$ cat src/hdl/ddr_ctrl_pkg.sv
package ddr_ctrl_pkg;

  localparam int addr_w = 26;
  localparam int row_w = 13;
  localparam int col_w = 10;
  localparam int bank_w = 2;
  localparam int n_bank = 1 << bank_w;
  localparam int dq_w = 16;
  localparam int word_w = 2 * dq_w;
  localparam int be_w = word_w / 8;

  localparam int t_rp = 2;
  localparam int t_rcd = 2;
  localparam int t_rfc = 6;
  localparam int t_wr = 2;
  localparam int t_mrd = 2;
  localparam int cas_lat = 2;   // tracker read cmd to first beat on dq
  localparam int init_wait = 16;

  // burst length 2 in a[2:0], cas latency 2 in a[6:4]
  localparam logic [row_w-1:0] mode_word = 13'h0021;
  localparam logic [row_w-1:0] pre_all_addr = 13'h0400;   // a10 selects all banks

  // ras_n, cas_n, we_n as seen on the pins
  typedef enum logic [2:0] {
    cmd_load_mode    = 3'b000,
    cmd_auto_refresh = 3'b001,
    cmd_precharge    = 3'b010,
    cmd_active       = 3'b011,
    cmd_write        = 3'b100,
    cmd_read         = 3'b101,
    cmd_burst_stop   = 3'b110,
    cmd_nop          = 3'b111
  } mem_cmd_e;

  typedef enum logic [2:0] {
    st_idle,
    st_refresh,
    st_precharge,
    st_activate,
    st_access,
    st_recover
  } track_state_e;

  typedef struct packed {
    mem_cmd_e               cmd;
    logic [bank_w-1:0]      bank;
    logic [row_w-1:0]       addr;
  } mem_cmd_t;

  typedef struct packed {
    logic                   wr_start;
    logic                   rd_start;
    logic                   port_bulk;
    logic [be_w-1:0]        we_array;
  } beat_ctl_t;

  // user word address, lsb dropped since words are 32-bit aligned
  typedef struct packed {
    logic [bank_w-1:0]      bank;
    logic [row_w-1:0]       row;
    logic [col_w-1:0]       col;
    logic                   lsb;
  } user_addr_t;

  localparam mem_cmd_t nop_cmd = '{cmd: cmd_nop, bank: '0, addr: '0};

endpackage

$ cat src/hdl/ddr_initializer.sv
`timescale 1ns/1ps

module ddr_initializer (
  input  logic                               clk_n,
  input  logic                               rst_n,
  input  ddr_ctrl_pkg::mem_cmd_t             user_cmd,
  output logic                               cke,
  output logic [2:0]                         command,
  output logic [ddr_ctrl_pkg::row_w-1:0]     address,
  output logic [ddr_ctrl_pkg::bank_w-1:0]    bank,
  output logic                               rst_user
);

  typedef enum logic [2:0] {
    init_cke,
    init_wait,
    init_pre,
    init_ref1,
    init_ref2,
    init_mode,
    init_done
  } init_state_e;

  init_state_e            state;
  logic [4:0]             cnt;
  ddr_ctrl_pkg::mem_cmd_t pin_cmd;

  always_ff @(posedge clk_n or negedge rst_n) begin
    if (!rst_n) begin
      state    <= init_cke;
      cnt      <= '0;
      cke      <= 1'b0;
      rst_user <= 1'b0;
      pin_cmd  <= ddr_ctrl_pkg::nop_cmd;
    end else begin
      pin_cmd <= ddr_ctrl_pkg::nop_cmd;   // commands last one cycle
      case (state)
        init_cke: begin
          cke   <= 1'b1;
          cnt   <= 5'(ddr_ctrl_pkg::init_wait - 1);
          state <= init_wait;
        end
        init_wait: begin
          if (cnt != '0) begin
            cnt <= cnt - 5'd1;
          end else begin
            pin_cmd <= '{cmd: ddr_ctrl_pkg::cmd_precharge, bank: '0,
                         addr: ddr_ctrl_pkg::pre_all_addr};
            cnt     <= 5'(ddr_ctrl_pkg::t_rp - 1);
            state   <= init_pre;
          end
        end
        init_pre, init_ref1: begin
          if (cnt != '0) begin
            cnt <= cnt - 5'd1;
          end else begin
            pin_cmd <= '{cmd: ddr_ctrl_pkg::cmd_auto_refresh, bank: '0, addr: '0};
            cnt     <= 5'(ddr_ctrl_pkg::t_rfc - 1);
            state   <= (state == init_pre) ? init_ref1 : init_ref2;
          end
        end
        init_ref2: begin
          if (cnt != '0) begin
            cnt <= cnt - 5'd1;
          end else begin
            pin_cmd <= '{cmd: ddr_ctrl_pkg::cmd_load_mode, bank: '0,
                         addr: ddr_ctrl_pkg::mode_word};
            cnt     <= 5'(ddr_ctrl_pkg::t_mrd - 1);
            state   <= init_mode;
          end
        end
        init_mode: begin
          if (cnt != '0) begin
            cnt <= cnt - 5'd1;
          end else begin
            rst_user <= 1'b1;   // tracker leaves reset here
            state    <= init_done;
          end
        end
        init_done: pin_cmd <= user_cmd;   // one register stage to the pins
        default: state <= init_cke;
      endcase
    end
  end

  assign command = pin_cmd.cmd;
  assign address = pin_cmd.addr;
  assign bank    = pin_cmd.bank;

  // the memory ignores commands until the clock is enabled
  a_nop_before_cke: assert property (@(posedge clk_n) disable iff (!rst_n)
    !cke |-> pin_cmd.cmd == ddr_ctrl_pkg::cmd_nop);

endmodule

$ cat config.mk
export PLATFORM = sky130hd
export DESIGN_NAME = ddr_initializer
export DESIGN_NICKNAME = d
export VERILOG_FILES = /design/src/hdl/ddr_ctrl_pkg.sv /design/src/hdl/ddr_initializer.sv
export SDC_FILE = /design/constraint.sdc
export NUM_CORES = 1
export LEC_CHECK = 0
export ABC_AREA = 1
export BUFFER_PORTS_ARGS = -buffer_cell sky130_fd_sc_hd__buf_2
export CAP_MARGIN = 20
export CORE_MARGIN = 2
export CORE_UTILIZATION = 53
export CTS_CLUSTER_DIAMETER = 30
export DETAILED_ROUTE_END_ITERATION = 12
export PLACE_DENSITY_LB_ADDON = 0.08
export SYNTH_ARGS = -nofsm -noshare
export SYNTH_HDL_FRONTEND = slang
export SYNTH_SLANG_ARGS = --single-unit
$ cat constraint.sdc
create_clock -name clk_n -period 3.8 [get_ports clk_n]
set_input_delay 0.19 -clock clk_n [delete_from_list [all_inputs] [get_ports clk_n]]
set_output_delay 0.19 -clock clk_n [all_outputs]
set_load 0.02 [all_outputs]
### Word level (Yosys, flattened, before mapping)

Index checks and enable logic that the tools add are counted.
Widths: inputs -> output; s select.

* register bits: 28
* input bits: 20
* output and inout bits: 20
* word-level logic and storage cells: 43

* add/subtract/negate cells: 1
* equality and inequality tests: 11
* mux-type cells: 14
* bitwise operators: 2
* reduce and logical (&&, ||, !) cells: 8

Operators by type and width (number)
* $pmux 18 s4: 1
* $mux 18: 3
* $pmux 5 s4: 1
* $pmux 3 s6: 1
* $mux 3: 5
* $mux 5: 3
* $ne 2x2->1 const B: 5
* $eq 3x3->1 const B: 3
* $eq 3x2->1 const B: 2
* $reduce_and 5->1: 1
* $reduce_bool 5->1: 1
* $sub 5x1->5 const B: 1
* $reduce_and 2->1: 2
* $reduce_bool 4->1: 1
* $reduce_or 2->1: 2
* $eq 3x1->1 const B: 1
* $logic_not 3->1: 1
* $not 1->1: 2

### Logic depth before layout (Yosys ltp)

Gate-level depths: netlist (run 1).

* depth in word-level cells: 4
* depth in mapped cells: 8
* gate-level depth less buffers: 7

### Least setup slack after synthesis (run 1)

Ideal clock, no wire load.

* kind: register to register
* start point: reg cnt[0]
* end point: reg cnt[4]
* library setup time: 0.124 ns
* data arrival time: 1.175 ns
* required time: 3.676 ns
* setup slack: 2.501 ns
* stages on the path, launching flop included: 8
* buffers on the path: 0
* clock period less this slack: 1.299 ns
* cells stage by stage: dfrtp_1 > inv_1 > ha_1 > nand3_2 > nand2_1 > nand3_2 > nand3_1 > o21ai_1

* cells in the longest elaborated chain, start to end: 3
* elaborated cells on any way between the ends: 8
* classes of those cells: add/sub (1); eq/ne (1); mux (4); reduce/logical (2)

Ends and longest elaborated chain
* start: declaration: RTL line ddr_initializer.sv:25 `logic [4:0] cnt;`
* start signal: assignment: RTL line ddr_initializer.sv:40 `cnt <= 5'(ddr_ctrl_pkg::init_wait - 1);`
* start signal: assignment: RTL line ddr_initializer.sv:45 `cnt <= cnt - 5'd1;`
* start signal: assignment: RTL line ddr_initializer.sv:49 `cnt <= 5'(ddr_ctrl_pkg::t_rp - 1);`
* $sub 5x1->5 / $reduce_bool 5->1 (equally long branches)
* $mux 5 (tied with other cells): RTL line ddr_initializer.sv:73 `if (cnt != '0) begin`
* $pmux 5 s4 / $reduce_and 2->1 (equally long branches)

Several ways; a longest one is shown, not always the timed one. The select of a mux whose other input is x is not followed.
A chain may end at the register's enable or synchronous reset.

### Worst setup path after layout (run 1)

* start point: reg cnt[0]
* end point: reg state[2]

* cells in the longest elaborated chain, start to end: 3
* elaborated cells on any way between the ends: 6
* classes of those cells: eq/ne (4); reduce/logical (2)

Ends and longest elaborated chain
* $reduce_bool 5->1 *
* $ne 2x2->1 (no line)
* $reduce_and 5->1 (no line) *
* end signal: assignment: RTL line ddr_initializer.sv:50 `state <= init_pre;`
* end signal: assignment: RTL line ddr_initializer.sv:59 `state <= (state == init_pre) ? init_ref1 : init_ref2;`
* end signal: assignment: RTL line ddr_initializer.sv:77 `state <= init_done;`
* end: declaration: RTL line ddr_initializer.sv:24 `init_state_e state;`

Mark *: on every way between the ends. The rest lies on a longest branch, timed or not.

==> results.py, run 1 <==
metrics = {
    "worst_setup_path": {
        "crit_buf_inv": 2,
        "crit_arrival_ps": 1730,
        "cp.required_ps": 4040,
        "worst_setup_path_end_kind": "register",
        "worst_r2r_startpoint": "cnt[0]",
        "criticalPathCategory": "register to register",
        "cp_max_fo": 10,
        "r2r_setup_slack_ps": 2310,
        "crit_family": "flip-flops",
        "cp_slowest_cell": "dfrtp_1",
        "crit_chain": "inv_1, ha_1, nand3_2, inv_1, nand2_1, o21ai_0",
        "max_stage_delay_ps": 400,
        "r2r_end": "state[2]",
        "r2r_cells": 6,
        "worstSetupStartpointType": "register",
        "cp_common_cell": "inv_1",
    },
    "placement": {
        "io_buffers": 39,
        "gp_congestion": 0.887,
        "dpl.hpwl_um": 1820,
        "post-place-ws_ps": 2340,
    },
    "clocking": {
        "cts_tree": "yes",
        "cts-htree-levels": 1,
        "cts_buffers": 3,
        "cts_buffer_depth": 2,
        "clock_sinks": 28,
        "root_buffer": "clkbuf_4",
        "path_clk_slew_ps": 140,
        "cts_resized": 0,
        "clk_latency_ps": 320,
    },
    "floorplan": {
        "die_area_sq_mm": 0.00278,
        "rows": 17,
        "die_w_um": 52.7,
        "die_h_um": 52.7,
        "pin_count": 40,
        "core-area_sq_mm": 0.00223,
        "initial_utilization": 0.562,
    },
    "synth": {
        "syn-num-nets": 164,
        "avgSynthCellArea_sq_um": 8.78,
        "yosysSeqAreaShare": 0.561,
        "synthArstFlopShare": 1.00,
        "syn_area_sq_mm": 0.00126,
        "synth_cells": 143,
        "ys_ff_latch": 28,
        "ys_types": 23,
        "yosys_warnings": 0,
        "synth_flop_cell": "dfrtp_1",
        "synth_edf_count": 0,
    },
    "routing": {
        "antenna_left": 0,
        "dr.pass1.iters": 4,
        "drt-initial-drc-count": 25,
        "avgViaCountPerCell": 4.80,
        "wl_um": 2410,
        "drc_errors": 0,
        "num_vias": 1017,
        "routedWlPerCell_um": 11.3,
    },
    "timing": {
        "fin_crit_sh": 0.392,
        "clock_skew_ps": 8.96,
        "finalSetupViolCount": 0,
        "hold_violations": 0,
        "rsz0062_at_grt": "no",
        "slew_headroom": 0.598,
        "finalCriticalPeriod_ps": 1490,
        "tns_ps": 0,
        "setup_ws_ps": 2310,
        "drv_slew": 0,
        "fmax_mhz": 672,
        "worst_pin_slew_ps": 603,
    },
    "global_route": {
        "grt_remaining_overflow": 0,
        "grt_pass1_vias": 909,
        "grt_max_degree": 29,
        "grt_pass1_wl_um": 4010,
        "grtUsageTotal": 0.202,
        "antenna_found_initial": 0,
    },
    "worst_hold_path": {
        "hold_path.class": "input pin to register",
        "hold_start": "user_cmd[14]",
        "whs_path_depth": 3,
        "holdPathEnd": "bank[1]",
    },
    "outcome": {
        "status": "completed",
    },
    "layout": {
        "multi_input_area_sq_um": 419,
        "nets": 206,
        "regArea_sq_um": 704,
        "fin_util": 0.681,
        "area_growth_pct": 21.1,
        "antenna_cells": 0,
        "n_fill_cell": 190,
        "drive_gt1_frac": 0.310,
    },
    "power_and_ir_drop": {
        "finalPower_mw": 0.546,
        "leakage_nw": 0.830,
        "pwr_density_cell_mw_per_mm2": 359,
        "irDropWorstVdd_v": 0.000253,
    },
    "run": {
        "maxCapViolCount": 0,
    },
}
sequential cells by signal, indices dropped and copies added (netlist names):
name / flops
rst_user: 1
command: 3
state: 3
cnt: 5
cke: 1
address: 13
bank: 2
layer usage:
layer	track usage	up-vias	wire length [um]
li1	-	517	-
met1	0.267	462	1030
met2	0.317	34	1180
met3	0.0286	4	159
met4	0.111	0	33
met5	0	-	0
worst register-to-register path: stages, from the launching register on:
cell	delay, ps
dfrtp_1	400
inv_1	90
ha_1	240
nand3_2	220
inv_1	210
nand2_1	100
o21ai_0	150
cells in the final DEF, fill, tap and decap left out:
| cell | n |
|---|---|
| dlygate4sd3_1 | 1 |
| ha_1 | 1 |
| nor2_2 | 2 |
| nand4_1 | 1 |
| nand3_1 | 9 |
| bufinv_16 | 1 |
| o21ai_1 | 1 |
| dfrtp_1 | 25 |
| clkbuf_4 | 3 |
| or2_2 | 2 |
| nor2_4 | 2 |
| xor2_1 | 1 |
| xnor2_1 | 1 |
| o211ai_1 | 1 |
| nand2_4 | 1 |
| nand3_2 | 2 |
| dfstp_2 | 3 |
| a21oi_1 | 6 |
| nor2_1 | 19 |
| inv_1 | 26 |
| o21ai_0 | 8 |
| nand2_1 | 26 |
| buf_2 | 39 |
| inv_2 | 2 |
| a22oi_1 | 1 |
area by class of cell:
| class | count | area share |
|---|---|---|
| flip-flops and latches | 28 | 0.463 |
| clock buffers | 3 | 0.0148 |
| repair buffers | 40 | 0.135 |
| clock inverters | 1 | 0.0197 |
| inverters | 28 | 0.0691 |
| well taps | 28 | 0.0230 |
| multi-input cells | 84 | 0.275 |
logic make-up (layout without fill, tap and decap cells):
logic type               count (synthesis)  count (layout)  share of synthesized area
AND/OR/NAND/NOR                         64              64                      0.238
buffers and inverters                   31              72                      0.106
flip-flops                              28              28                      0.561
AO/OA/AOI/OAI                           17              17                     0.0717
XOR/XNOR                                 2               2                     0.0139
adder cells (fa/ha/maj)                  1               1                    0.00996
worst max path at each step:
stage	slack, ps	startpoint	to	cells after the start
after floorplan	2500	cnt[0]	cnt[4]	7
after global placement	2410	cnt[0]	cnt[3]	7
final	2310	cnt[0]	state[2]	6
after detailed placement	2340	cnt[0]	cnt[1]	7
after CTS	2330	cnt[0]	cnt[1]	7
after global routing	2110	cnt[0]	state[2]	6
synthesized netlist by cell type, drive strengths merged (2+ instances only):
cell	instances	area (sq um)
dfrtp	25	626
nor2	23	106
inv	28	105
o21ai	9	45.0
buf	3	27.5
a21oi	6	30.0
dfstp	3	78.8
or2	2	12.5
nand2	27	109
nand3	11	65.1
report_power, final:
part / switching, mW / internal [mW]
Sequential: 0.00195 / 0.309
Combinational: 0.0286 / 0.0185
Clock: 0.0813 / 0.107
Total: 0.112 / 0.434
repair_timing:
item | 4_1_cts | 5_1_grt
hold buffers | 1 | 0
buffers inserted | 0 | 0
hold endpoints to repair | 25 | 0
metrics by stage:
step | cells | hold WS [ps] | area, sq um
finish | 212 | 53.2 | 1520
global route | 212 | 22.2 | 1520
CTS | 212 | 39.7 | 1520
detailed placement | 207 | 229 | 1460
global placement | 207 | 223 | 1460
floorplan | 143 | -106 | 1260
No activity file was read; power rests on OpenSTA's default activity.
==> inputs of run 2 (changes only) <==
Settings changed: CORE_UTILIZATION 53 to 44.
Clock period 3.8 ns to 1.2 ns, I/O delays scaled along.
==> run 2 against run 1 <==
Compared with the run above:
- the flow now finishes with violations (setup timing)
- utilization grew 2.9 points
- power grew to 3.0 times the previous value
- largest power group unchanged
- first-iteration DRC count grew 8.0%
- combinational power grew to 4.2 times the previous value
- worst hold slack lost 7.8 ps
- critical path type unchanged
- largest cell class unchanged
- sequential cell count is the same
- clock skew shrank 2.4 ps
- via count grew 17%
==> results.py, run 2 (synthesis gave the netlist of run 1 again) <==
metrics = {
    "clocking": {
        "cts_buffers": 3,
        "cts-htree-levels": 1,
        "path_clk_slew_ps": 150,
        "clock_sinks": 28,
        "cts_buffer_depth": 2,
        "cts_tree": "yes",
        "root_buffer": "clkbuf_4",
        "clk_latency_ps": 320,
    },
    "timing": {
        "fmax_mhz": 773,
        "slew_headroom": 0.592,
        "fin_crit_sh": 1.08,
        "rsz0062_at_grt": "yes",
        "worst_pin_slew_ps": 612,
        "drv_slew": 0,
        "tns_ps": -494,
        "hold_ws_ps": 45.5,
        "setup_ws_ps": -94.3,
        "clock_skew_ps": 6.56,
        "hold_violations": 0,
        "finalCriticalPeriod_ps": 1290,
        "finalSetupViolCount": 8,
    },
    "power_and_ir_drop": {
        "leakage_nw": 1.01,
        "irDropWorstVdd_v": 0.000633,
        "pwr_density_cell_mw_per_mm2": 841,
        "finalPower_mw": 1.63,
    },
    "run": {
        "maxCapViolCount": 0,
    },
    "global_route": {
        "grt_remaining_overflow": 0,
        "grtUsageTotal": 0.192,
        "grt_pass1_vias": 1145,
        "grt_pass1_wl_um": 4840,
        "antenna_found_initial": 0,
        "grt_max_degree": 29,
    },
    "layout": {
        "final_cell_mix": "buf_2 (39), nand2_1 (25), buf_4 (24)",
        "fin_cells": 256,
        "largest_register_ffs": 13,
        "nets": 247,
        "mostFrequentLayoutCell": "buf_2",
        "fin_util": 0.710,
        "antenna_cells": 0,
        "drive_gt1_frac": 0.436,
        "area_growth_pct": 54.6,
    },
    "floorplan": {
        "die_h_um": 57.4,
        "pin_count": 40,
        "rows": 19,
        "core-area_sq_mm": 0.00273,
        "initial_utilization": 0.459,
        "die_w_um": 57.4,
        "die_area_sq_mm": 0.00330,
    },
    "worst_setup_path": {
        "r2r_setup_slack_ps": -90,
        "criticalPathCategory": "register to register",
        "worstSetupStartpointType": "register",
        "cp_max_fo": 8,
        "r2r_cells": 7,
        "worst_r2r_startpoint": "cnt[0]",
        "r2r_end": "cnt[3]",
        "worst_setup_path_end_kind": "register",
        "crit_arrival_ps": 1520,
        "cp.required_ps": 1420,
    },
    "routing": {
        "routedWlPerCell_um": 11.5,
        "antenna_left": 0,
        "dr.pass1.iters": 4,
        "drc_errors": 0,
        "num_vias": 1193,
        "wl_um": 2960,
        "avgViaCountPerCell": 4.66,
        "drt-initial-drc-count": 27,
    },
    "placement": {
        "gp_congestion": 0.889,
        "io_buffers": 39,
        "dpl.hpwl_um": 1900,
        "place_inst": 227,
    },
    "worst_hold_path": {
        "hold_path.class": "input pin to register",
        "whs_path_depth": 3,
        "hold_start": "user_cmd[17]",
        "holdPathEnd": "command[2]",
    },
    "outcome": {
        "failed_checks": "setup timing",
        "status": "complete, but fails checks",
    },
}
[run 2: worst max-delay path, stage by stage, from the launching register on]
cell     delay, ps
dfrtp_1        410
inv_2           80
ha_4           150
nand3_4        130
nor2_4         200
nor2_4          70
nor2_1         110
a21oi_1         50
[run 2: how the worst max path moves through the flow]
stage | start | endpoint | slack (ps) | cells past startpoint
CTS | cnt[1] | cnt[1] | -70 | 7
detailed placement | state[1] | cnt[4] | -100 | 7
global placement | state[1] | cnt[4] | -90 | 7
floorplan | cnt[0] | cnt[4] | 10 | 7
global route | cnt[0] | cnt[1] | -180 | 7
finish | cnt[0] | cnt[3] | -90 | 7
[run 2: what timing repair did]
item / in CTS / in global routing
hold buffers: 18 / 0
pin swaps: 1 / 4
resized for setup: 8 / 17
hold endpoints to repair: 42 / 0
setup endpoints to repair: 23 / 25
setup buffers: 2 / 5
[run 2: metal layers]
metal / track usage / wire length, um
met5: 0 / 0
met4: 0.0698 / 23
met3: 0.0317 / 134
met2: 0.351 / 1510
met1: 0.223 / 1280
[run 2: cell type report]
cell class / count / area, sq um
clock buffers: 4 / 36.3
repair buffers: 81 / 556
multi-input cells: 84 / 493
flip-flops and latches: 28 / 708
well taps: 31 / 38.8
fillers: 205 / 792
inverters: 28 / 110
[run 2: power breakdown]
group	total [mW]	internal, mW	switching, mW
registers	0.985	0.978	0.00700
logic	0.197	0.0952	0.101
clock network	0.451	0.185	0.266
total	1.63	1.26	0.374
[run 2: per-stage QoR]
step / cell area [sq um] / worst slack (ps)
after global placement: 1610 / -87.6
after detailed placement: 1610 / -98.8
final: 1940 / -94.3
after floorplan: 1280 / 13.3
after global routing: 1940 / -178
after CTS: 1860 / -71.0
==> inputs of run 3 (changes only) <==
--- a/config.mk
+++ b/config.mk
@@ -7,3 +7,2 @@
 export LEC_CHECK = 0
-export ABC_AREA = 1
 export BUFFER_PORTS_ARGS = -buffer_cell sky130_fd_sc_hd__buf_2
@@ -14,2 +13,3 @@
 export DETAILED_ROUTE_END_ITERATION = 12
+export GPL_ROUTABILITY_DRIVEN = 0
 export PLACE_DENSITY_LB_ADDON = 0.08
--- a/constraint.sdc
+++ b/constraint.sdc
@@ -3,2 +3,2 @@
 set_output_delay 0.06 -clock clk_n [all_outputs]
-set_load 0.02 [all_outputs]
+set_load 0.005 [all_outputs]
==> run 3 against run 2 <==
Compared with the run above:
- the run still ends with setup timing left
- global-route usage up 1.8 points
- worst hold slack improved by 13 ps
- die area is 2.7% lower
- critical path type unchanged
==> results.py, run 3 <==
metrics = {
    "clocking": {
        "cts_buffers": 3,
        "cts-htree-levels": 1,
        "path_clk_slew_ps": 150,
        "root_buffer": "clkbuf_4",
        "clock_sinks": 28,
        "cts_tree": "yes",
        "clk_latency_ps": 320,
        "cts_buffer_depth": 2,
    },
    "placement": {
        "dpl_cell_area_sq_mm": 0.00158,
        "io_buffers": 39,
        "post-place-ws_ps": -354,
        "dpl.hpwl_um": 1870,
    },
    "timing": {
        "setup_ws_ps": -343,
        "clock_skew_ps": 6.47,
        "worst_pin_slew_ps": 621,
        "slew_headroom": 0.586,
        "finalCriticalPeriod_ps": 1540,
        "drv_slew": 0,
        "hold_ws_ps": 58.6,
        "fin_crit_sh": 1.29,
        "tns_ps": -3750,
        "fmax_mhz": 648,
        "finalSetupViolCount": 15,
        "hold_violations": 0,
        "rsz0062_at_grt": "yes",
    },
    "layout": {
        "final_cell_mix": "buf_2 (39), dfrtp_1 (23), buf_4 (21)",
        "nets": 212,
        "mostFrequentLayoutCell": "buf_2",
        "antenna_cells": 0,
        "drive_gt1_frac": 0.526,
        "area_growth_pct": 62.4,
        "largest_register_ffs": 13,
        "stdcell_area_sq_mm": 0.00198,
        "n_fill_cell": 191,
    },
    "outcome": {
        "failed_checks": "setup timing",
        "status": "complete, but fails checks",
    },
    "synth": {
        "synthArstFlopShare": 1.00,
        "ys_types": 33,
        "synthXorXnorAreaFrac": 0,
        "synthSimpleGateAreaFrac": 0.202,
        "yosysSeqAreaShare": 0.577,
        "synth_top_family_by_area": "simple AND/OR/NAND/NOR gates",
        "ys_ff_latch": 28,
        "post-synth-top-count-cell": "dfrtp_1",
        "synth_edf_count": 0,
        "synthMuxAreaShare": 0.00923,
        "synth_cells": 111,
        "synthAdderAreaFrac": 0.0103,
        "synth_flop_cell": "dfrtp_1",
        "synth_top_area_frac": 0.513,
        "avgSynthCellArea_sq_um": 11.0,
        "yosys_warnings": 0,
        "netlist_top_cells_area": "dfrtp_1 (51%), dfstp_2 (6.5%), and2_1 (6.2%)",
        "synth.largest_area_cell": "dfrtp_1",
        "ys_top_cells_by_count": "dfrtp_1 (25), and2_1 (12), nand2_1 (8), nor2_1 (7)",
        "syn-num-nets": 132,
        "synth_compound_area_frac": 0.145,
        "syn_area_sq_mm": 0.00122,
    },
    "worst_setup_path": {
        "r2r_end": "cnt[3]",
        "criticalPathCategory": "register to register",
        "cp_max_fo": 5,
        "worst_r2r_startpoint": "cnt[1]",
        "r2r_cells": 5,
        "worst_setup_path_end_kind": "register",
        "crit_arrival_ps": 1760,
        "cp.required_ps": 1420,
        "worstSetupStartpointType": "register",
        "r2r_setup_slack_ps": -340,
    },
    "global_route": {
        "grt_pass1_vias": 1100,
        "grt_remaining_overflow": 0,
        "antenna_found_initial": 0,
        "grtUsageTotal": 0.210,
        "grt_pass1_wl_um": 5240,
        "grt_max_degree": 29,
    },
    "floorplan": {
        "die_area_sq_mm": 0.00321,
        "die_h_um": 56.7,
        "die_w_um": 56.7,
        "core-area_sq_mm": 0.00269,
        "rows": 19,
        "pin_count": 40,
        "initial_utilization": 0.454,
    },
    "power_and_ir_drop": {
        "leakage_nw": 0.924,
        "pwr_density_cell_mw_per_mm2": 885,
        "irDropWorstVdd_v": 0.000786,
    },
    "worst_hold_path": {
        "hold_start": "user_cmd[16]",
        "holdPathEnd": "command[1]",
        "whs_path_depth": 3,
        "hold_path.class": "input pin to register",
    },
    "routing": {
        "drt-initial-drc-count": 34,
        "num_vias": 1107,
        "drc_errors": 0,
        "antenna_left": 0,
        "wl_um": 3180,
        "dr.pass1.iters": 4,
        "routedWlPerCell_um": 14.4,
        "avgViaCountPerCell": 5.01,
    },
    "run": {
        "maxCapViolCount": 0,
    },
}
## run 3: cell types whose count changed after synthesis, sizes merged, moves of 11 or more
cell	before	now
and2	0	13
nor2	23	7
inv	28	6
nand2	27	8
nand3	11	0
## run 3: critical path, stage by stage (launching register included)
cell and delay [ps]:
dfrtp_1 430, inv_2 80, ha_4 150, or4b_4 510, a32oi_1 190, o21ai_1 90
## run 3: repair_timing
item | in CTS | in global routing
endpoints found under the setup margin | 27 | 27
cloned | 2 | 0
pin swaps | 9 | 3
hold buffers | 17 | 0
buffers inserted | 1 | 6
gates resized for setup | 21 | 6
endpoints found under the hold margin | 41 | 0
## run 3: metal layers
layer | part of all wire | track usage | wire (um) | up-vias
met4 | 0.0072 | 0.0680 | 23 | 0
met3 | 0.049 | 0.0300 | 155 | 4
met5 | 0 | 0 | 0 | -
met1 | 0.44 | 0.298 | 1420 | 526
li1 | - | - | - | 544
met2 | 0.50 | 0.331 | 1590 | 33
## run 3: worst max path at each step
stage	from	end	slack [ps]
after floorplan	cnt[0]	cnt[2]	-370
after global placement	cnt[1]	cnt[2]	-290
after detailed placement	cnt[1]	cnt[2]	-350
after CTS	cnt[1]	cnt[2]	-340
after global routing	cnt[0]	cnt[2]	-400
final	cnt[1]	cnt[3]	-340
## run 3: power breakdown
| part | switching (mW) | total (mW) | leakage [nW] | internal, mW |
|---|---|---|---|---|
| registers | 0.00623 | 0.984 | 0.325 | 0.978 |
| clock network | 0.273 | 0.611 | 0.0279 | 0.338 |
| logic | 0.0590 | 0.158 | 0.571 | 0.0993 |
| total | 0.338 | 1.75 | 0.924 | 1.41 |
## run 3: logic make-up (layout without fill, tap and decap cells)
| kind of cell | Yosys count | after routing |
|---|---|---|
| and+or+nand+nor | 41 | 43 |
| DFF | 28 | 28 |
| AOI/OAI and AO/OA | 26 | 26 |
| buffers and inverters | 14 | 91 |
| adders and majority gates | 1 | 1 |
| muxes | 1 | 1 |
## run 3: final cells by class
cell class	instances	area, sq um	area share
Timing Repair Buffer	81	568	0.287
Multi-Input combinational cell	71	588	0.297
Inverter	6	26.3	0.0133
Clock buffer	3	22.5	0.0114
Clock inverter	1	30.0	0.0152
Sequential cell	28	707	0.357
Tap cell	31	38.8	0.0196
## run 3: stage by stage
step | total power, mW | utilization | std cells
after floorplan | 1.03 | - | 111
after global placement | 1.11 | 0.588 | 191
after detailed placement | 1.11 | 0.588 | 191
after CTS | 1.78 | 0.714 | 215
after global routing | 1.83 | 0.737 | 221
final | 1.75 | 0.737 | 221
