<file path="src/hdl/ddr_ctrl_pkg.sv">
package ddr_ctrl_pkg;

  localparam int addr_w = 26;
  localparam int row_w = 13;
  localparam int col_w = 10;
  localparam int bank_w = 2;
  localparam int n_bank = 1 << bank_w;
  localparam int dq_w = 16;
  localparam int word_w = 2 * dq_w;
  localparam int be_w = word_w / 8;

  localparam int t_rp = 2;
  localparam int t_rcd = 2;
  localparam int t_rfc = 6;
  localparam int t_wr = 2;
  localparam int t_mrd = 2;
  localparam int cas_lat = 2;   // tracker read cmd to first beat on dq
  localparam int init_wait = 16;

  // burst length 2 in a[2:0], cas latency 2 in a[6:4]
  localparam logic [row_w-1:0] mode_word = 13'h0021;
  localparam logic [row_w-1:0] pre_all_addr = 13'h0400;   // a10 selects all banks

  // ras_n, cas_n, we_n as seen on the pins
  typedef enum logic [2:0] {
    cmd_load_mode    = 3'b000,
    cmd_auto_refresh = 3'b001,
    cmd_precharge    = 3'b010,
    cmd_active       = 3'b011,
    cmd_write        = 3'b100,
    cmd_read         = 3'b101,
    cmd_burst_stop   = 3'b110,
    cmd_nop          = 3'b111
  } mem_cmd_e;

  typedef enum logic [2:0] {
    st_idle,
    st_refresh,
    st_precharge,
    st_activate,
    st_access,
    st_recover
  } track_state_e;

  typedef struct packed {
    mem_cmd_e               cmd;
    logic [bank_w-1:0]      bank;
    logic [row_w-1:0]       addr;
  } mem_cmd_t;

  typedef struct packed {
    logic                   wr_start;
    logic                   rd_start;
    logic                   port_bulk;
    logic [be_w-1:0]        we_array;
  } beat_ctl_t;

  // user word address, lsb dropped since words are 32-bit aligned
  typedef struct packed {
    logic [bank_w-1:0]      bank;
    logic [row_w-1:0]       row;
    logic [col_w-1:0]       col;
    logic                   lsb;
  } user_addr_t;

  localparam mem_cmd_t nop_cmd = '{cmd: cmd_nop, bank: '0, addr: '0};

endpackage

</file>
<file path="src/hdl/ddr_bank_tracker.sv">
`timescale 1ns/1ps

module ddr_bank_tracker (
  input  logic                               clk_n,
  input  logic                               rst_n,
  input  logic                               refresh_strobe,
  input  logic [ddr_ctrl_pkg::addr_w-1:0]    rand_req_address,
  input  logic                               rand_req_we,
  input  logic [ddr_ctrl_pkg::be_w-1:0]      rand_req_we_array,
  input  logic                               rand_req,
  output logic                               rand_req_ack,
  input  logic [ddr_ctrl_pkg::addr_w-1:0]    bulk_req_address,
  input  logic                               bulk_req_we,
  input  logic [ddr_ctrl_pkg::be_w-1:0]      bulk_req_we_array,
  input  logic                               bulk_req,
  input  logic                               bulk_req_algn,
  output logic                               bulk_req_ack,
  output logic                               bulk_req_algn_ack,
  output ddr_ctrl_pkg::mem_cmd_t             user_cmd,
  output ddr_ctrl_pkg::beat_ctl_t            beat_ctl
);

  ddr_ctrl_pkg::track_state_e          state;
  logic [3:0]                          cnt;
  logic [ddr_ctrl_pkg::n_bank-1:0]     open_flag;
  logic [ddr_ctrl_pkg::row_w-1:0]      open_row [ddr_ctrl_pkg::n_bank];
  logic                                refresh_pend;
  logic                                sel_bulk;
  logic                                sel_valid;
  logic                                sel_we;
  logic [ddr_ctrl_pkg::be_w-1:0]       sel_we_array;
  ddr_ctrl_pkg::user_addr_t            sel_addr;
  logic                                row_hit;
  logic                                row_load;
  logic                                req_bulk;
  logic                                req_we;
  logic [ddr_ctrl_pkg::be_w-1:0]       req_we_array;
  ddr_ctrl_pkg::user_addr_t            req_addr;
  logic [ddr_ctrl_pkg::n_bank-1:0]     act_issued;

  function automatic ddr_ctrl_pkg::mem_cmd_t access_cmd(input logic we,
                                                        input ddr_ctrl_pkg::user_addr_t a);
    access_cmd.cmd  = we ? ddr_ctrl_pkg::cmd_write : ddr_ctrl_pkg::cmd_read;
    access_cmd.bank = a.bank;
    access_cmd.addr = {{(ddr_ctrl_pkg::row_w - ddr_ctrl_pkg::col_w){1'b0}}, a.col};
  endfunction

  function automatic ddr_ctrl_pkg::beat_ctl_t start_beat(input logic we, input logic bulk,
                                                         input logic [3:0] wa);
    start_beat.wr_start  = we;
    start_beat.rd_start  = !we;
    start_beat.port_bulk = bulk;
    start_beat.we_array  = wa;
  endfunction

  // bulk wins while the align lock is held, random otherwise
  assign sel_bulk     = bulk_req && (bulk_req_algn_ack || !rand_req);
  assign sel_valid    = rand_req || bulk_req;
  assign sel_addr     = sel_bulk ? bulk_req_address : rand_req_address;
  assign sel_we       = sel_bulk ? bulk_req_we : rand_req_we;
  assign sel_we_array = sel_bulk ? bulk_req_we_array : rand_req_we_array;
  assign row_hit      = open_flag[sel_addr.bank] && open_row[sel_addr.bank] == sel_addr.row;
  assign row_load     = state == ddr_ctrl_pkg::st_idle && !refresh_pend && sel_valid &&
                        !open_flag[sel_addr.bank];

  always_ff @(posedge clk_n) begin
    if (row_load) open_row[sel_addr.bank] <= sel_addr.row;
    if (state == ddr_ctrl_pkg::st_idle) begin
      req_bulk     <= sel_bulk;
      req_we       <= sel_we;
      req_we_array <= sel_we_array;
      req_addr     <= sel_addr;
    end
  end

  always_ff @(posedge clk_n or negedge rst_n) begin
    if (!rst_n) begin
      state             <= ddr_ctrl_pkg::st_idle;
      cnt               <= '0;
      open_flag         <= '0;
      refresh_pend      <= 1'b0;
      rand_req_ack      <= 1'b0;
      bulk_req_ack      <= 1'b0;
      bulk_req_algn_ack <= 1'b0;
      user_cmd          <= ddr_ctrl_pkg::nop_cmd;
      beat_ctl          <= '0;
    end else begin
      user_cmd     <= ddr_ctrl_pkg::nop_cmd;
      beat_ctl     <= '0;
      rand_req_ack <= 1'b0;
      bulk_req_ack <= 1'b0;
      if (refresh_strobe) refresh_pend <= 1'b1;
      if (!bulk_req_algn) bulk_req_algn_ack <= 1'b0;
      else if (state == ddr_ctrl_pkg::st_idle) bulk_req_algn_ack <= 1'b1;

      case (state)
        ddr_ctrl_pkg::st_idle: begin
          if (refresh_pend) begin
            if (|open_flag) begin   // close everything first
              user_cmd  <= '{cmd: ddr_ctrl_pkg::cmd_precharge, bank: '0,
                             addr: ddr_ctrl_pkg::pre_all_addr};
              open_flag <= '0;
              cnt       <= 4'(ddr_ctrl_pkg::t_rp - 2);   // idle adds one cycle
              state     <= ddr_ctrl_pkg::st_precharge;
            end else begin
              user_cmd     <= '{cmd: ddr_ctrl_pkg::cmd_auto_refresh, bank: '0, addr: '0};
              refresh_pend <= refresh_strobe;
              cnt          <= 4'(ddr_ctrl_pkg::t_rfc - 2);
              state        <= ddr_ctrl_pkg::st_refresh;
            end
          end else if (sel_valid) begin
            if (row_hit) begin
              user_cmd     <= access_cmd(sel_we, sel_addr);
              beat_ctl     <= start_beat(sel_we, sel_bulk, sel_we_array);
              rand_req_ack <= !sel_bulk;
              bulk_req_ack <= sel_bulk;
              state        <= ddr_ctrl_pkg::st_access;
            end else if (open_flag[sel_addr.bank]) begin   // wrong row open
              user_cmd <= '{cmd: ddr_ctrl_pkg::cmd_precharge, bank: sel_addr.bank, addr: '0};
              open_flag[sel_addr.bank] <= 1'b0;
              cnt      <= 4'(ddr_ctrl_pkg::t_rp - 2);
              state    <= ddr_ctrl_pkg::st_precharge;
            end else begin
              user_cmd <= '{cmd: ddr_ctrl_pkg::cmd_active, bank: sel_addr.bank,
                            addr: sel_addr.row};
              open_flag[sel_addr.bank] <= 1'b1;
              cnt      <= 4'(ddr_ctrl_pkg::t_rcd - 1);
              state    <= ddr_ctrl_pkg::st_activate;
            end
          end
        end
        ddr_ctrl_pkg::st_precharge, ddr_ctrl_pkg::st_refresh, ddr_ctrl_pkg::st_recover: begin
          if (cnt == '0) state <= ddr_ctrl_pkg::st_idle;
          else cnt <= cnt - 4'd1;
        end
        ddr_ctrl_pkg::st_activate: begin
          if (cnt != '0) begin
            cnt <= cnt - 4'd1;
          end else begin
            user_cmd     <= access_cmd(req_we, req_addr);
            beat_ctl     <= start_beat(req_we, req_bulk, req_we_array);
            rand_req_ack <= !req_bulk;
            bulk_req_ack <= req_bulk;
            state        <= ddr_ctrl_pkg::st_access;
          end
        end
        ddr_ctrl_pkg::st_access: begin
          cnt   <= req_we ? 4'(ddr_ctrl_pkg::t_wr) : 4'd0;   // write recovery
          state <= ddr_ctrl_pkg::st_recover;
        end
        default: state <= ddr_ctrl_pkg::st_idle;
      endcase
    end
  end

  // banks activated since their last precharge, seen from the issued commands only
  always_ff @(posedge clk_n or negedge rst_n) begin
    if (!rst_n) begin
      act_issued <= '0;
    end else if (user_cmd.cmd == ddr_ctrl_pkg::cmd_precharge) begin
      if (user_cmd.addr[10]) act_issued <= '0;   // precharge all
      else act_issued[user_cmd.bank] <= 1'b0;
    end else if (user_cmd.cmd == ddr_ctrl_pkg::cmd_active) begin
      act_issued[user_cmd.bank] <= 1'b1;
    end
  end

  a_one_ack: assert property (@(posedge clk_n) disable iff (!rst_n)
    !(rand_req_ack && bulk_req_ack));

  a_ack_in_access: assert property (@(posedge clk_n) disable iff (!rst_n)
    (rand_req_ack || bulk_req_ack) |-> state == ddr_ctrl_pkg::st_access);

  // an activate needs a precharge of its bank since the last activate there
  a_act_closed: assert property (@(posedge clk_n) disable iff (!rst_n)
    user_cmd.cmd == ddr_ctrl_pkg::cmd_active |-> !act_issued[user_cmd.bank]);

endmodule

</file>
<file path="config.mk">
export PLATFORM = sky130hd
export DESIGN_NAME = ddr_bank_tracker
export DESIGN_NICKNAME = d
export VERILOG_FILES = /design/src/hdl/ddr_ctrl_pkg.sv /design/src/hdl/ddr_bank_tracker.sv
export SDC_FILE = /design/constraint.sdc
export NUM_CORES = 1
export LEC_CHECK = 0
export BUFFER_PORTS_ARGS = -buffer_cell sky130_fd_sc_hd__buf_2
export CORE_MARGIN = 1
export CORE_UTILIZATION = 35
export CTS_CLUSTER_DIAMETER = 40
export DETAILED_ROUTE_END_ITERATION = 7
export PLACE_DENSITY_LB_ADDON = 0.1
export SETUP_SLACK_MARGIN = 0.1
export SYNTH_ARGS = -nofsm -noshare
export SYNTH_HDL_FRONTEND = slang
export SYNTH_SLANG_ARGS = --single-unit
</file>
<file path="constraint.sdc">
create_clock -name clk_n -period 7.73 [get_ports clk_n]
set_input_delay 0.3865 -clock clk_n [delete_from_list [all_inputs] [get_ports clk_n]]
set_output_delay 0.3865 -clock clk_n [all_outputs]
set_load 0.1 [all_outputs]
</file>
* Yosys cells after proc, flatten, opt, wreduce, memory -nomap -nowiden
Memory sizes are Yosys's and may differ from the RTL's.
Index checks and enable logic that the tools add are counted.
** Word-level totals
- Register bits :: 58
- RAM bits :: 52
- Word-level logic and storage cells :: 127
- Memories kept :: 1
** Operators by class
- Add/sub/neg operators :: 1
- Order comparisons :: 2
- Equal/unequal tests :: 15
- Multiplexer cells :: 61
- Bitwise gates (word level) :: 3
- Reduce and logical (&&, ||, !) cells :: 25
** Memory list
- open_row :: depth 4, width 13, rd ports 1, clocked after memory_dff 0, wr ports 1, RTL line ddr_bank_tracker.sv:26 : logic [ddr_ctrl_pkg::row_w-1:0] open_row [ddr_ctrl_pkg::n_bank];
** Operators with widths (count)
- $mux W18 :: 3
- $mux W4 :: 11
- $pmux W18 S2 :: 1
- $mux W17 :: 2
- $mux W7 :: 4
- $mux W26 :: 1
- $mux W1 :: 23
- $mux W3 :: 6
- $mux W16 :: 1
- $pmux W4 S4 :: 1
- $pmux W7 S2 :: 1
- $eq A13 B13 Y1 :: 1
- $pmux W3 S4 :: 1
- $ne A2 B2 Y1 const B :: 5
- $reduce_bool A4 Y1 :: 2
- $logic_not A1 Y1 :: 7
- $eq A3 B2 Y1 const B :: 2
- $eq A3 B3 Y1 const B :: 2
- $logic_and A1 B1 Y1 :: 6
- $ne A3 B3 Y1 const B :: 2
- $reduce_and A5 Y1 :: 1
- $and A4 B4 Y4 :: 1
- $logic_not A4 Y1 :: 1
- $mux W2 :: 2
- 17 further kinds :: 20

* Logic depth before layout (Yosys ltp)
Gate-level depths: netlist of the first run.
- Word-level depth :: 14
- Gate-level depth with buffers :: 15
- Gate-level depth less buffers :: 11

* Least setup slack after synthesis of the first run
OpenSTA, ideal clock, no wires.
- Path type :: flip-flop to flip-flop
- From :: reg bulk_req_algn_ack
- To :: reg cnt[1]
- Arrival time :: 3690 ps
- Setup slack :: 3913 ps
- Cell stages (with the launch flop) :: 13
- Buffers on the path :: 2
- Cell sequence :: dfrtp_1 nand2b_1 buf_4 nand2_4 inv_4 buf_6 mux2i_1 clkinv_1 xnor2_1 or4_1 a2111oi_4 a21oi_2 mux2_1
** RTL lines
- from (decl) :: RTL line ddr_bank_tracker.sv:18 : output logic bulk_req_algn_ack,
- from (signal assigned) :: RTL line ddr_bank_tracker.sv:84 : bulk_req_algn_ack <= 1'b0;
- from (signal assigned) :: RTL line ddr_bank_tracker.sv:93 : if (!bulk_req_algn) bulk_req_algn_ack <= 1'b0;
- from (signal assigned) :: RTL line ddr_bank_tracker.sv:94 : else if (state == ddr_ctrl_pkg::st_idle) bulk_req_algn_ack <= 1'b1;
- to (signal assigned) :: RTL line ddr_bank_tracker.sv:103 : cnt <= 4'(ddr_ctrl_pkg::t_rp - 2);
- to (signal assigned) :: RTL line ddr_bank_tracker.sv:108 : cnt <= 4'(ddr_ctrl_pkg::t_rfc - 2);
- to (signal assigned) :: RTL line ddr_bank_tracker.sv:121 : cnt <= 4'(ddr_ctrl_pkg::t_rp - 2);
- to (decl) :: RTL line ddr_bank_tracker.sv:24 : logic [3:0] cnt;

==> metrics, run 1 <==
global-route wire length before repair 26000 microns; worst slew pin tran 1.11 ns; TritonCTS Buffers 9; Mapped Nets 628; Die Ht 132 microns; area growth from synthesis to layout 16.0%; mapped cell area 5920 sq um; share of cells above drive strength 1 23.4%; placed standard-cell area 6540 sq um; Post-Layout Cell Count 858; P_int 1.21 mW; Switch Pwr 821 uW; RSZ-0062 raised after global routing false; R2R Setup Slk 3.02 ns; synth cell count leaders 95 x nand2_1, 70 x edfxtp_1, 37 x mux2i_1, 36 x dfrtp_1, 34 x o21ai_0; max-slew violations 0; DRC viols 0; Post-Route WL 16600 microns; CP Capture Point cnt[1]; GRT Total Usage 19.5%; critical path type flip-flop to flip-flop; synth top area cells edfxtp_1 36%, dfrtp_1 15%, mux2i_1 6.3%; Post-DP HPWL 11000 microns; total power 2.03 mW; number of global-route vias before repair 4521; routability cong. 0.804; count of cell types in the netlist 66; DR WL/cell 19.3 microns; Root Buffer clkbuf_16; # fillers 1610; period utilisation layout 61.0%; hold_buf cts 0; Placed Cells 842; Ports 96; share of total power in sequential cells 39.5%; CP arrival 4.96 ns; Yosys top cell area share 35.5%; FF+latch count, synth 109; Starting Density 35.8%; Synth Warn # 0; status finished clean; ys flop type edfxtp_1; chip width 132 microns; sequential area share after synthesis 52.1%; H-tree Lvls 3; Reg clk slew, reported paths 0.08 ns; launching point of the worst reg2reg path bulk_req_algn_ack; Fin Clk Skew 0.00857 ns; max_slew headroom 25.7%; Via density 5.43; cell with the most instances after synthesis nand2_1; ys async rst share 35.8%; CP max FO 38; largest net degree at the start of global routing 40; Final min period 4.71 ns; vias 4662; WHS 0.171 ns; f_max 212 MHz; initial antenna violation count 0; sw frac 40.4%; first-pass detailed-route iteration total 5; Peak VDD IR 0.165 mV; area leader, netlist edfxtp_1; num rows 47; final instance area 6860 sq um; FF-to-FF End cnt[1]; P per Cell Area 296 nW/um^2; CORE AREA 16500 sq um; CP Launch Type flip-flop; clock insertion delay at the later pin of the skew report 0.36 ns; clock tree buffer depth 2; global route overflow 0; fin worst setup slack 3.02 ns; Detail Route Antenna Nets 0; final setup TNS 0 ns; nature of the critical path endpoint flip-flop; cell count of the worst reg-to-reg path 11; Post-synth EDFFs 70; Hold Vio Cnt, Final 0; worst slack, placed 2.88 ns; PortBufs 93; worst hold path type input pin to async pin; Final #Nets 702; CTS tree yes; max_cap viols 0; post-cts sizing count 0; Comb pwr share 35.8%; Cells after Synth 559; Setup violations, final 0; antenna diode count 0; Pleak 2.77 nW; Die ar. 17400 sq um; Syn Area/Cell 10.6 sq um; crit path from bulk_req_algn_ack; CP required 7.97 ns; Post-CTS Repair Setup Buffers 0; Clock Power Share 24.6%; number of clock sinks 109; Finished Core Util 41.5%; DR iter-0 viols 301
routing by layer:
layer / GRT usage [%] / share of wire (%) / vias to the layer above
li1: - / - / 2211
met1: 25.7 / 45 / 2311
met2: 32.6 / 49 / 116
met3: 2.50 / 3.6 / 24
met4: 7.75 / 2.3 / 0
met5: 0 / 0 / -
registers in the layout, indices dropped and copies added (netlist names):
| signal | cells |
|---|---|
| state | 3 |
| req_addr | 12 |
| req_we_array | 4 |
| user_cmd | 18 |
| refresh_pend | 1 |
| open_flag | 4 |
| open_row | 52 |
| req_we | 1 |
| req_bulk | 1 |
| beat_ctl | 7 |
| bulk_req_algn_ack | 1 |
| rand_req_ack | 1 |
| cnt | 4 |
critical path, stage by stage (launching register included):
cell and delay [ns]:
dfrtp_1 0.39, nand2b_1 0.12, buf_4 0.26, nand2_4 0.34, inv_4 0.51, mux2i_1 0.63
inv_1 0.24, xnor2_1 0.20, or4_1 0.64, a2111oi_4 0.73, a21oi_2 0.16, mux2_1 0.36
worst min-delay path by stage:
stage	slack (ns)	cells past startpoint	start	endpoint
finish	0.17	1	rst_n	user_cmd[11]
global route	0.22	2	refresh_strobe	refresh_pend
CTS	0.20	1	rst_n	user_cmd[11]
detailed placement	0.45	2	req_addr[25]	user_cmd[14]
global placement	0.44	2	req_addr[25]	user_cmd[14]
floorplan	0.09	0	rst_n	beat_ctl[0]
power by group through the flow:
stage | sequential (mW) | clock, mW | combinational (mW)
2_1_floorplan | 0.940 | 0 | 0.421
3_3_place_gp | 0.811 | 0 | 0.721
3_5_place_dp | 0.814 | 0 | 0.728
4_1_cts | 0.802 | 0.512 | 0.729
5_1_grt | 0.816 | 0.529 | 0.792
6_report | 0.804 | 0.501 | 0.728
placed cells by master, fill, tap and decap left out, types with 15 or more instances in the layout:
| master | instances |
|---|---|
| a211oi_1 | 15 |
| a21oi_1 | 19 |
| buf_2 | 93 |
| dfrtp_1 | 36 |
| edfxtp_1 | 70 |
| mux2i_1 | 37 |
| nand2_1 | 95 |
| nand2b_1 | 18 |
| nor2_1 | 20 |
| o21ai_0 | 34 |
kinds of logic (layout without fill, tap and decap cells):
kind of cell,after synthesis,count (layout),share of synthesized area [%]
compound gates,137,137,16.2
xor+xnor,20,20,2.96
fa+ha+maj,1,1,0.211
buf+inv,52,131,4.15
flops,109,109,52.1
mux,53,53,9.50
simple gates,187,187,14.9
area by class of cell:
cell class                      count  area, sq um  share of cell area (%)
Sequential cell                   109         3080                    44.9
Multi-Input combinational cell    398         2610                    38.0
Timing Repair Buffer               99          510                    7.44
Tap cell                          220          275                    4.01
Clock buffer                        9          225                    3.28
Clock inverter                      7          100                    1.46
Inverter                           16         62.6                   0.912
Note: power is estimated with default switching activity, not from simulation.
==> run 2, diff against run 1 <==
--- a/config.mk
+++ b/config.mk
@@ -5,6 +5,7 @@
 export SDC_FILE = /design/constraint.sdc
 export NUM_CORES = 1
 export LEC_CHECK = 0
+export ABC_AREA = 1
 export BUFFER_PORTS_ARGS = -buffer_cell sky130_fd_sc_hd__buf_2
 export CORE_MARGIN = 1
 export CORE_UTILIZATION = 35
==> constraint.sdc (replaced) <==
create_clock -name clk_n -period 4.5 [get_ports clk_n]
set_input_delay 0.225 -clock clk_n [delete_from_list [all_inputs] [get_ports clk_n]]
set_output_delay 0.225 -clock clk_n [all_outputs]
set_load 0.1 [all_outputs]
==> run 2 against run 1 <==
Area after synthesis decreased by 9.1%. Setup slack worse by 1.8 ns. Critical endpoint is now user_cmd[6]. Flip-flop and latch count unchanged. Sequential power increased by 64%. The flow now finishes with violations (negative hold slack). Register-to-register slack worse by 1.8 ns. Via count shrank 10%. First-iteration DRC count down 8.3%. Largest power group unchanged.
==> metrics, run 2 <==
ys flop type edfxtp_1; Synth Area in Adders 0.233% (+0.021 points); initial antenna violation count 0 (unchanged); Peak VDD IR 0.255 mV (+55%); CP peak stage delay 0.66 ns (-0.07 ns); first-pass detailed-route iteration total 4 (-1); Final min period 3.29 ns (-1.42 ns); clock tree buffer depth 2 (unchanged); Cells after Synth 592 (+5.9%); Root Buffer clkbuf_16; cell count of the worst reg-to-reg path 17 (+6); Ports 96 (unchanged); num rows 44 (-6.4%); max reg flops 52 (unchanged); wire length on met2 6170 microns (-24%); Via density 4.76 (-12%); Fin Clk Skew 0.00683 ns (-0.00174 ns); Mapped Nets 661 (+5.3%); Post-DP HPWL 9210 microns (-16%); Reg clk slew, reported paths 0.07 ns (about the same); sequential area share after synthesis 57.3% (+5.2 points); Synth Warn # 0 (unchanged); hold_buf cts 0 (unchanged); global-route wire length before repair 21200 microns (-19%); CP arrival 3.55 ns (-1.41 ns); most common cell after layout, fill and taps aside nand2_1; clock insertion delay at the later pin of the skew report 0.36 ns (about the same); share of cells above drive strength 1 22.3% (-1.1 points); main combinational cell family by area after synthesis simple AND/OR/NAND/NOR gates; Detail Route Antenna Nets 0 (unchanged); Pleak 3.13 nW (+13%); critical path type flip-flop to flip-flop; Die ar. 15900 sq um (-8.9%); Post-Layout Cell Count 879 (+2.4%); number of global-route vias before repair 4124 (-8.8%); Final #Nets 759 (+8.1%); final instance area 6320 sq um (-7.9%); routability cong. 0.781 (-2.9%); Die Ht 126 microns (-4.6%); worst hold path type input pin to async pin; TritonCTS Buffers 9 (unchanged); synth top area cells edfxtp_1 39%, dfrtp_1 17%, nand2_1 15%; fin worst setup slack 1.21 ns (-1.81 ns); commonest non-fill, non-tap cells in the layout 214 x nand2_1, 93 x buf_2, 70 x edfxtp_1; CTS tree yes; area leader, netlist edfxtp_1; Starting Density 36.5% (+0.67 points); Post-synth EDFFs 70 (unchanged); met3 WL post-DR 447 microns (-26%); Setup violations, final 0 (unchanged); count of cell types in the netlist 39 (-41%); complex-gate fraction of the synthesized area 6.14% (-10 points); DR top layer met4; status finished with violations; failing checks negative hold slack; cell with the most instances after synthesis nand2_1; DR iter-0 viols 276 (-8.3%); antenna diode count 0 (unchanged); DR WL/cell 14.8 microns (-23%); WP buf/inv 2 (-1); H-tree Lvls 3 (unchanged); DRC viols 0 (unchanged); Post-Synth XOR/XNOR Area 0.488% (-2.5 points); placed standard-cell area 6030 sq um (-7.8%); number of clock sinks 109 (unchanged); crit path cell chain inv_1, nand2_2, nand2_2, nand2_2, nand2_1, nand2_1, nand2_1, nand2_1, nand3_1, nand2_1, nor2_1, nand2_1, nor2_4, nand2_4, inv_2, nand3_1, o211ai_1; Syn Area/Cell 9.09 sq um (-14%); ys async rst share 35.8% (unchanged); FF+latch count, synth 109 (unchanged); largest reg by FF count open_row; nature of the critical path endpoint flip-flop; WHS -0.00852 ns (-0.180 ns); FF-to-FF End user_cmd[6]; Post-CTS Repair Setup Buffers 0 (unchanged); CP max FO 27 (-29%); Finished Core Util 42.8% (+1.3 points); synth cell count leaders 214 x nand2_1, 70 x edfxtp_1, 67 x inv_1, 49 x nand3_1, 36 x dfrtp_1; period utilisation layout 73.1% (+12 points); largest net degree at the start of global routing 40 (unchanged); max-slew violations 0 (unchanged); launching point of the worst reg2reg path bulk_req_algn_ack; CP most frequent cell nand2_1; PortBufs 93 (unchanged); GRT Total Usage 17.6% (-1.9 points); CORE AREA 14800 sq um (-11%); worst slew pin tran 0.904 ns (-0.209 ns); critical path's slowest cell nand2_1; CP Launch Type flip-flop; R2R Setup Slk 1.21 ns (-1.81 ns); Top delay family on crit path simple AND/OR/NAND/NOR gates; Post-Route WL 13000 microns (-22%); post-cts sizing count 0 (unchanged); metal1 wirelength 6110 microns (-18%); max_cap viols 0 (unchanged); f_max 304 MHz (+43%); vias 4182 (-10%); final setup TNS 0 ns (unchanged); max_slew headroom 39.8% (+14 points); area growth from synthesis to layout 17.4%; post-synthesis simple-gate area fraction 26.6% (+12 points); global route overflow 0 (unchanged); P per Cell Area 504 nW/um^2 (+70%); worst slack, placed 1.16 ns (-1.72 ns); mux cell area share after synthesis 1.49% (-8.0 points); chip width 126 microns (-4.6%); Yosys top cell area share 39.1% (+3.5 points); CP required 4.76 ns (-3.21 ns); top flop regs open_row x52, user_cmd x18, req_addr x12; Hold Vio Cnt, Final 5 (+5); Placed Cells 863 (+2.5%); mapped cell area 5380 sq um (-9.1%); RSZ-0062 raised after global routing false
==> run 2: cell count changes after synthesis, sizes merged, moves of 14 or more <==
cell,previous run,this run
mux2,15,0
a211oi,16,0
clkbuf,17,3
inv,15,70
mux2i,38,8
nand2b,18,0
nand2,96,225
a21oi,21,0
nand3,7,53
==> run 2: worst register-to-register path, stage by stage, from the launching register on <==
cell and delay, ns:
dfrtp_1 0.40, inv_1 0.07, nand2_2 0.07, nand2_2 0.39, nand2_2 0.25, nand2_1 0.66, nand2_1 0.11, nand2_1 0.10
nand2_1 0.06, nand3_1 0.08, nand2_1 0.08, nor2_1 0.13, nand2_1 0.14, nor2_4 0.18, nand2_4 0.12, inv_2 0.16
nand3_1 0.09, o211ai_1 0.11
==> run 2: worst max path at each step <==
stage | from | depth (start not counted) | to | slack [ns]
2_1_floorplan | bulk_req_algn_ack | 11 | open_row[1][0] | 1.25
3_3_place_gp | bulk_req_algn_ack | 17 | user_cmd[6] | 1.13
3_5_place_dp | bulk_req_algn_ack | 17 | user_cmd[6] | 1.16
4_1_cts | bulk_req_algn_ack | 17 | user_cmd[6] | 1.12
5_1_grt | bulk_req_algn_ack | 17 | user_cmd[6] | 0.71
6_report | bulk_req_algn_ack | 17 | user_cmd[6] | 1.21
==> run 2: per-layer routing <==
metal	GRT usage, %	vias up
met2	28.4	79
met4	5.53	0
met1	23.5	1973
li1	-	2116
met5	0	-
met3	4.29	14
==> run 2: cells by family after synthesis <==
logic type | after synthesis
buffers and inverters | 91
XOR/XNOR | 3
multiplexers | 8
AND/OR/NAND/NOR | 325
AO/OA/AOI/OAI | 55
adder cells (fa/ha/maj) | 1
flip-flops | 109
==> run 2: final cells by class <==
type / instances / area (sq um)
clock buffers: 10 / 229
repair buffers: 106 / 563
fillers: 1499 / 8440
flip-flops and latches: 109 / 3080
multi-input cells: 392 / 1880
inverters: 72 / 270
well taps: 184 / 230
clock inverters: 6 / 63.8
==> run 2: per-stage QoR <==
stage | power [mW] | hold WS, ns
after floorplan | 2.17 | -0.0706
after global placement | 2.41 | 0.412
after detailed placement | 2.42 | 0.410
after CTS | 3.22 | 0.0232
after global routing | 3.38 | 0.0657
final | 3.19 | -0.00852
==> run 2: power breakdown <==
group | internal, mW | total [mW] | switching [mW]
clock | 0.431 | 0.799 | 0.368
sequential | 1.26 | 1.32 | 0.0613
combinational | 0.277 | 1.07 | 0.791
total | 1.97 | 3.19 | 1.22
==> run 3, diff against run 2 <==
==> constraint.sdc (replaced) <==
create_clock -name clk_n -period 3.43 [get_ports clk_n]
set_input_delay 0.1715 -clock clk_n [delete_from_list [all_inputs] [get_ports clk_n]]
set_output_delay 0.1715 -clock clk_n [all_outputs]
set_load 0.1 [all_outputs]
==> run 3 against run 2 <==
The flow now finishes without violations. Clock skew hardly changed. Setup slack worse by 0.61 ns. Register-to-register slack worse by 0.61 ns. Clock-buffer cell count stayed put. Via count is 0.48% higher. Utilization is 0.28 points higher. Clock power is 38% higher. Non-clock buffer count is 2 higher. Flip-flop and latch count stayed put. Die area stayed put. Critical path type unchanged. Largest cell class unchanged. Largest power group unchanged. Highest routed layer unchanged.
==> metrics, run 3 (synthesized netlist as in run 2, its figures left out) <==
largest net degree at the start of global routing 40 (unchanged); initial antenna violation count 0 (unchanged); most common cell after layout, fill and taps aside nand2_1; global-route wire length before repair 20500 microns (-3.1%); Starting Density 36.5% (unchanged); CP peak stage delay 0.45 ns (-0.21 ns); H-tree Lvls 3 (unchanged); clock tree buffer depth 2 (unchanged); largest reg by FF count open_row; RSZ-0062 raised after global routing false; Final #Nets 761 (+0.26%); Worst Hold End bulk_req_algn_ack; CP most frequent cell nand2_1; PortBufs 93 (unchanged); commonest non-fill, non-tap cells in the layout 214 x nand2_1, 93 x buf_2, 70 x edfxtp_1; launching point of the worst reg2reg path bulk_req_algn_ack; Ports 96 (unchanged); DRC viols 0 (unchanged); WHS Path Cells 2; CORE AREA 14800 sq um (unchanged); post-cts sizing count 0 (unchanged); P per Cell Area 668 nW/um^2 (+32%); Peak VDD IR 0.325 mV (+28%); TritonCTS Buffers 9 (unchanged); Detail Route Antenna Nets 0 (unchanged); Via density 4.77 (+0.25%); chip width 126 microns (unchanged); placed standard-cell area 6030 sq um (+0.12%); Post-DP HPWL 9100 microns (-1.3%); Top delay family on crit path simple AND/OR/NAND/NOR gates; period utilisation layout 82.3% (+9.3 points); area growth from synthesis to layout 18.2%; routability cong. 0.810 (+3.8%); Die ar. 15900 sq um (unchanged); Hold Vio Cnt, Final 0 (-5); nature of the critical path endpoint flip-flop; cell count of the worst reg-to-reg path 16 (-1); final instance area 6360 sq um (+0.65%); top flop regs open_row x52, user_cmd x18, req_addr x12; status finished clean; Post-Layout Cell Count 881 (+0.23%); critical path type flip-flop to flip-flop; critical path's slowest cell o21ai_2; DR WL/cell 14.7 microns (-0.86%); f_max 354 MHz (+16%); Root Buffer clkbuf_16; Finished Core Util 43.1% (+0.28 points); DR iter-0 viols 232 (-16%); max-slew violations 0 (unchanged); hold path start bulk_req_algn; clock insertion delay at the later pin of the skew report 0.35 ns (about the same); CP required 3.69 ns (-1.07 ns); number of clock sinks 109 (unchanged); first-pass detailed-route iteration total 4 (unchanged); Die Ht 126 microns (unchanged); vias 4202 (+0.48%); worst hold path type input pin to flip-flop; WHS 0.0311 ns (+0.0396 ns); FF-to-FF End open_flag[1]; R2R Setup Slk 0.61 ns (-0.61 ns); CP arrival 3.09 ns (-0.46 ns); Setup violations, final 0 (unchanged); Post-Route WL 12900 microns (-0.63%); crit path from bulk_req_algn_ack; GRT Total Usage 17.1% (-0.59 points); max_slew headroom 41.0% (+1.2 points); CP Launch Type flip-flop; antenna diode count 0 (unchanged); worst slew pin tran 0.886 ns (-0.0180 ns); global route overflow 0 (unchanged); Reg clk slew, reported paths 0.07 ns (about the same); num rows 44 (unchanged); share of cells above drive strength 1 22.2% (-0.064 points); max reg flops 52 (unchanged); CP max FO 16 (-41%); CTS tree yes; Pleak 3.15 nW (+0.44%); crit path cell chain inv_1, nand2_2, nand2_2, o21ai_2, inv_2, nand2_1, nand2_1, inv_2, nand2_1, nor2_1, nand2_1, nor2_4, nand3_1, nand3_2, nand2_1, o21ai_0; final setup TNS 0 ns (unchanged); number of global-route vias before repair 3984 (-3.4%); WP buf/inv 3 (+1); Fin Clk Skew 0.00677 ns (-0.0000628 ns); Final min period 2.82 ns (-0.464 ns); max_cap viols 0 (unchanged); Placed Cells 864 (+0.12%)
## run 3: changes by cell type in the layout (fill, tap and decap cells not counted), sizes merged
cell and change:
clkinv -1, dlygate4sd3 +1, bufinv +1, buf +1
## run 3: cell type report
| cell class | instances | area, sq um |
|---|---|---|
| clock inverter | 6 | 87.6 |
| tap | 184 | 230 |
| inverter | 72 | 270 |
| sequential | 109 | 3080 |
| clock buffer | 10 | 229 |
| fill | 1447 | 8390 |
| multi-input combinational | 392 | 1880 |
| timing repair buffer | 108 | 581 |
## run 3: per-stage QoR
| step | power (mW) | setup WS (ns) |
|---|---|---|
| after floorplan | 2.84 | 0.182 |
| after global placement | 3.16 | 0.652 |
| after detailed placement | 3.19 | 0.556 |
| after CTS | 4.29 | 0.552 |
| after global routing | 4.51 | 0.240 |
| final | 4.25 | 0.606 |
## run 3: routing by layer
| metal | GRT usage [%] | part of all wire, % |
|---|---|---|
| met1 | 23.0 | 47 |
| met2 | 26.9 | 47 |
| met3 | 3.91 | 4.2 |
| met4 | 6.09 | 2.2 |
| met5 | 0 | 0 |
## run 3: worst max-delay path by stage
stage / end / cells after the start
final: open_flag[1] / 16
after global routing: open_flag[0] / 15
after CTS: open_flag[1] / 15
after detailed placement: open_flag[0] / 14
after global placement: user_cmd[6] / 16
after floorplan: open_row[1][0] / 11
## run 3: power by group
group / internal (mW) / leakage, nW / switching, mW
Clock: 0.639 / 0.146 / 0.461
Combinational: 0.368 / 1.84 / 1.04
Sequential: 1.65 / 1.16 / 0.0811
Total: 2.66 / 3.15 / 1.59
## run 3: timing repair
action / CTS / global route
hold buffers: 1 / 0
endpoints found under the hold margin: 36 / 0
buffers inserted: 0 / 0
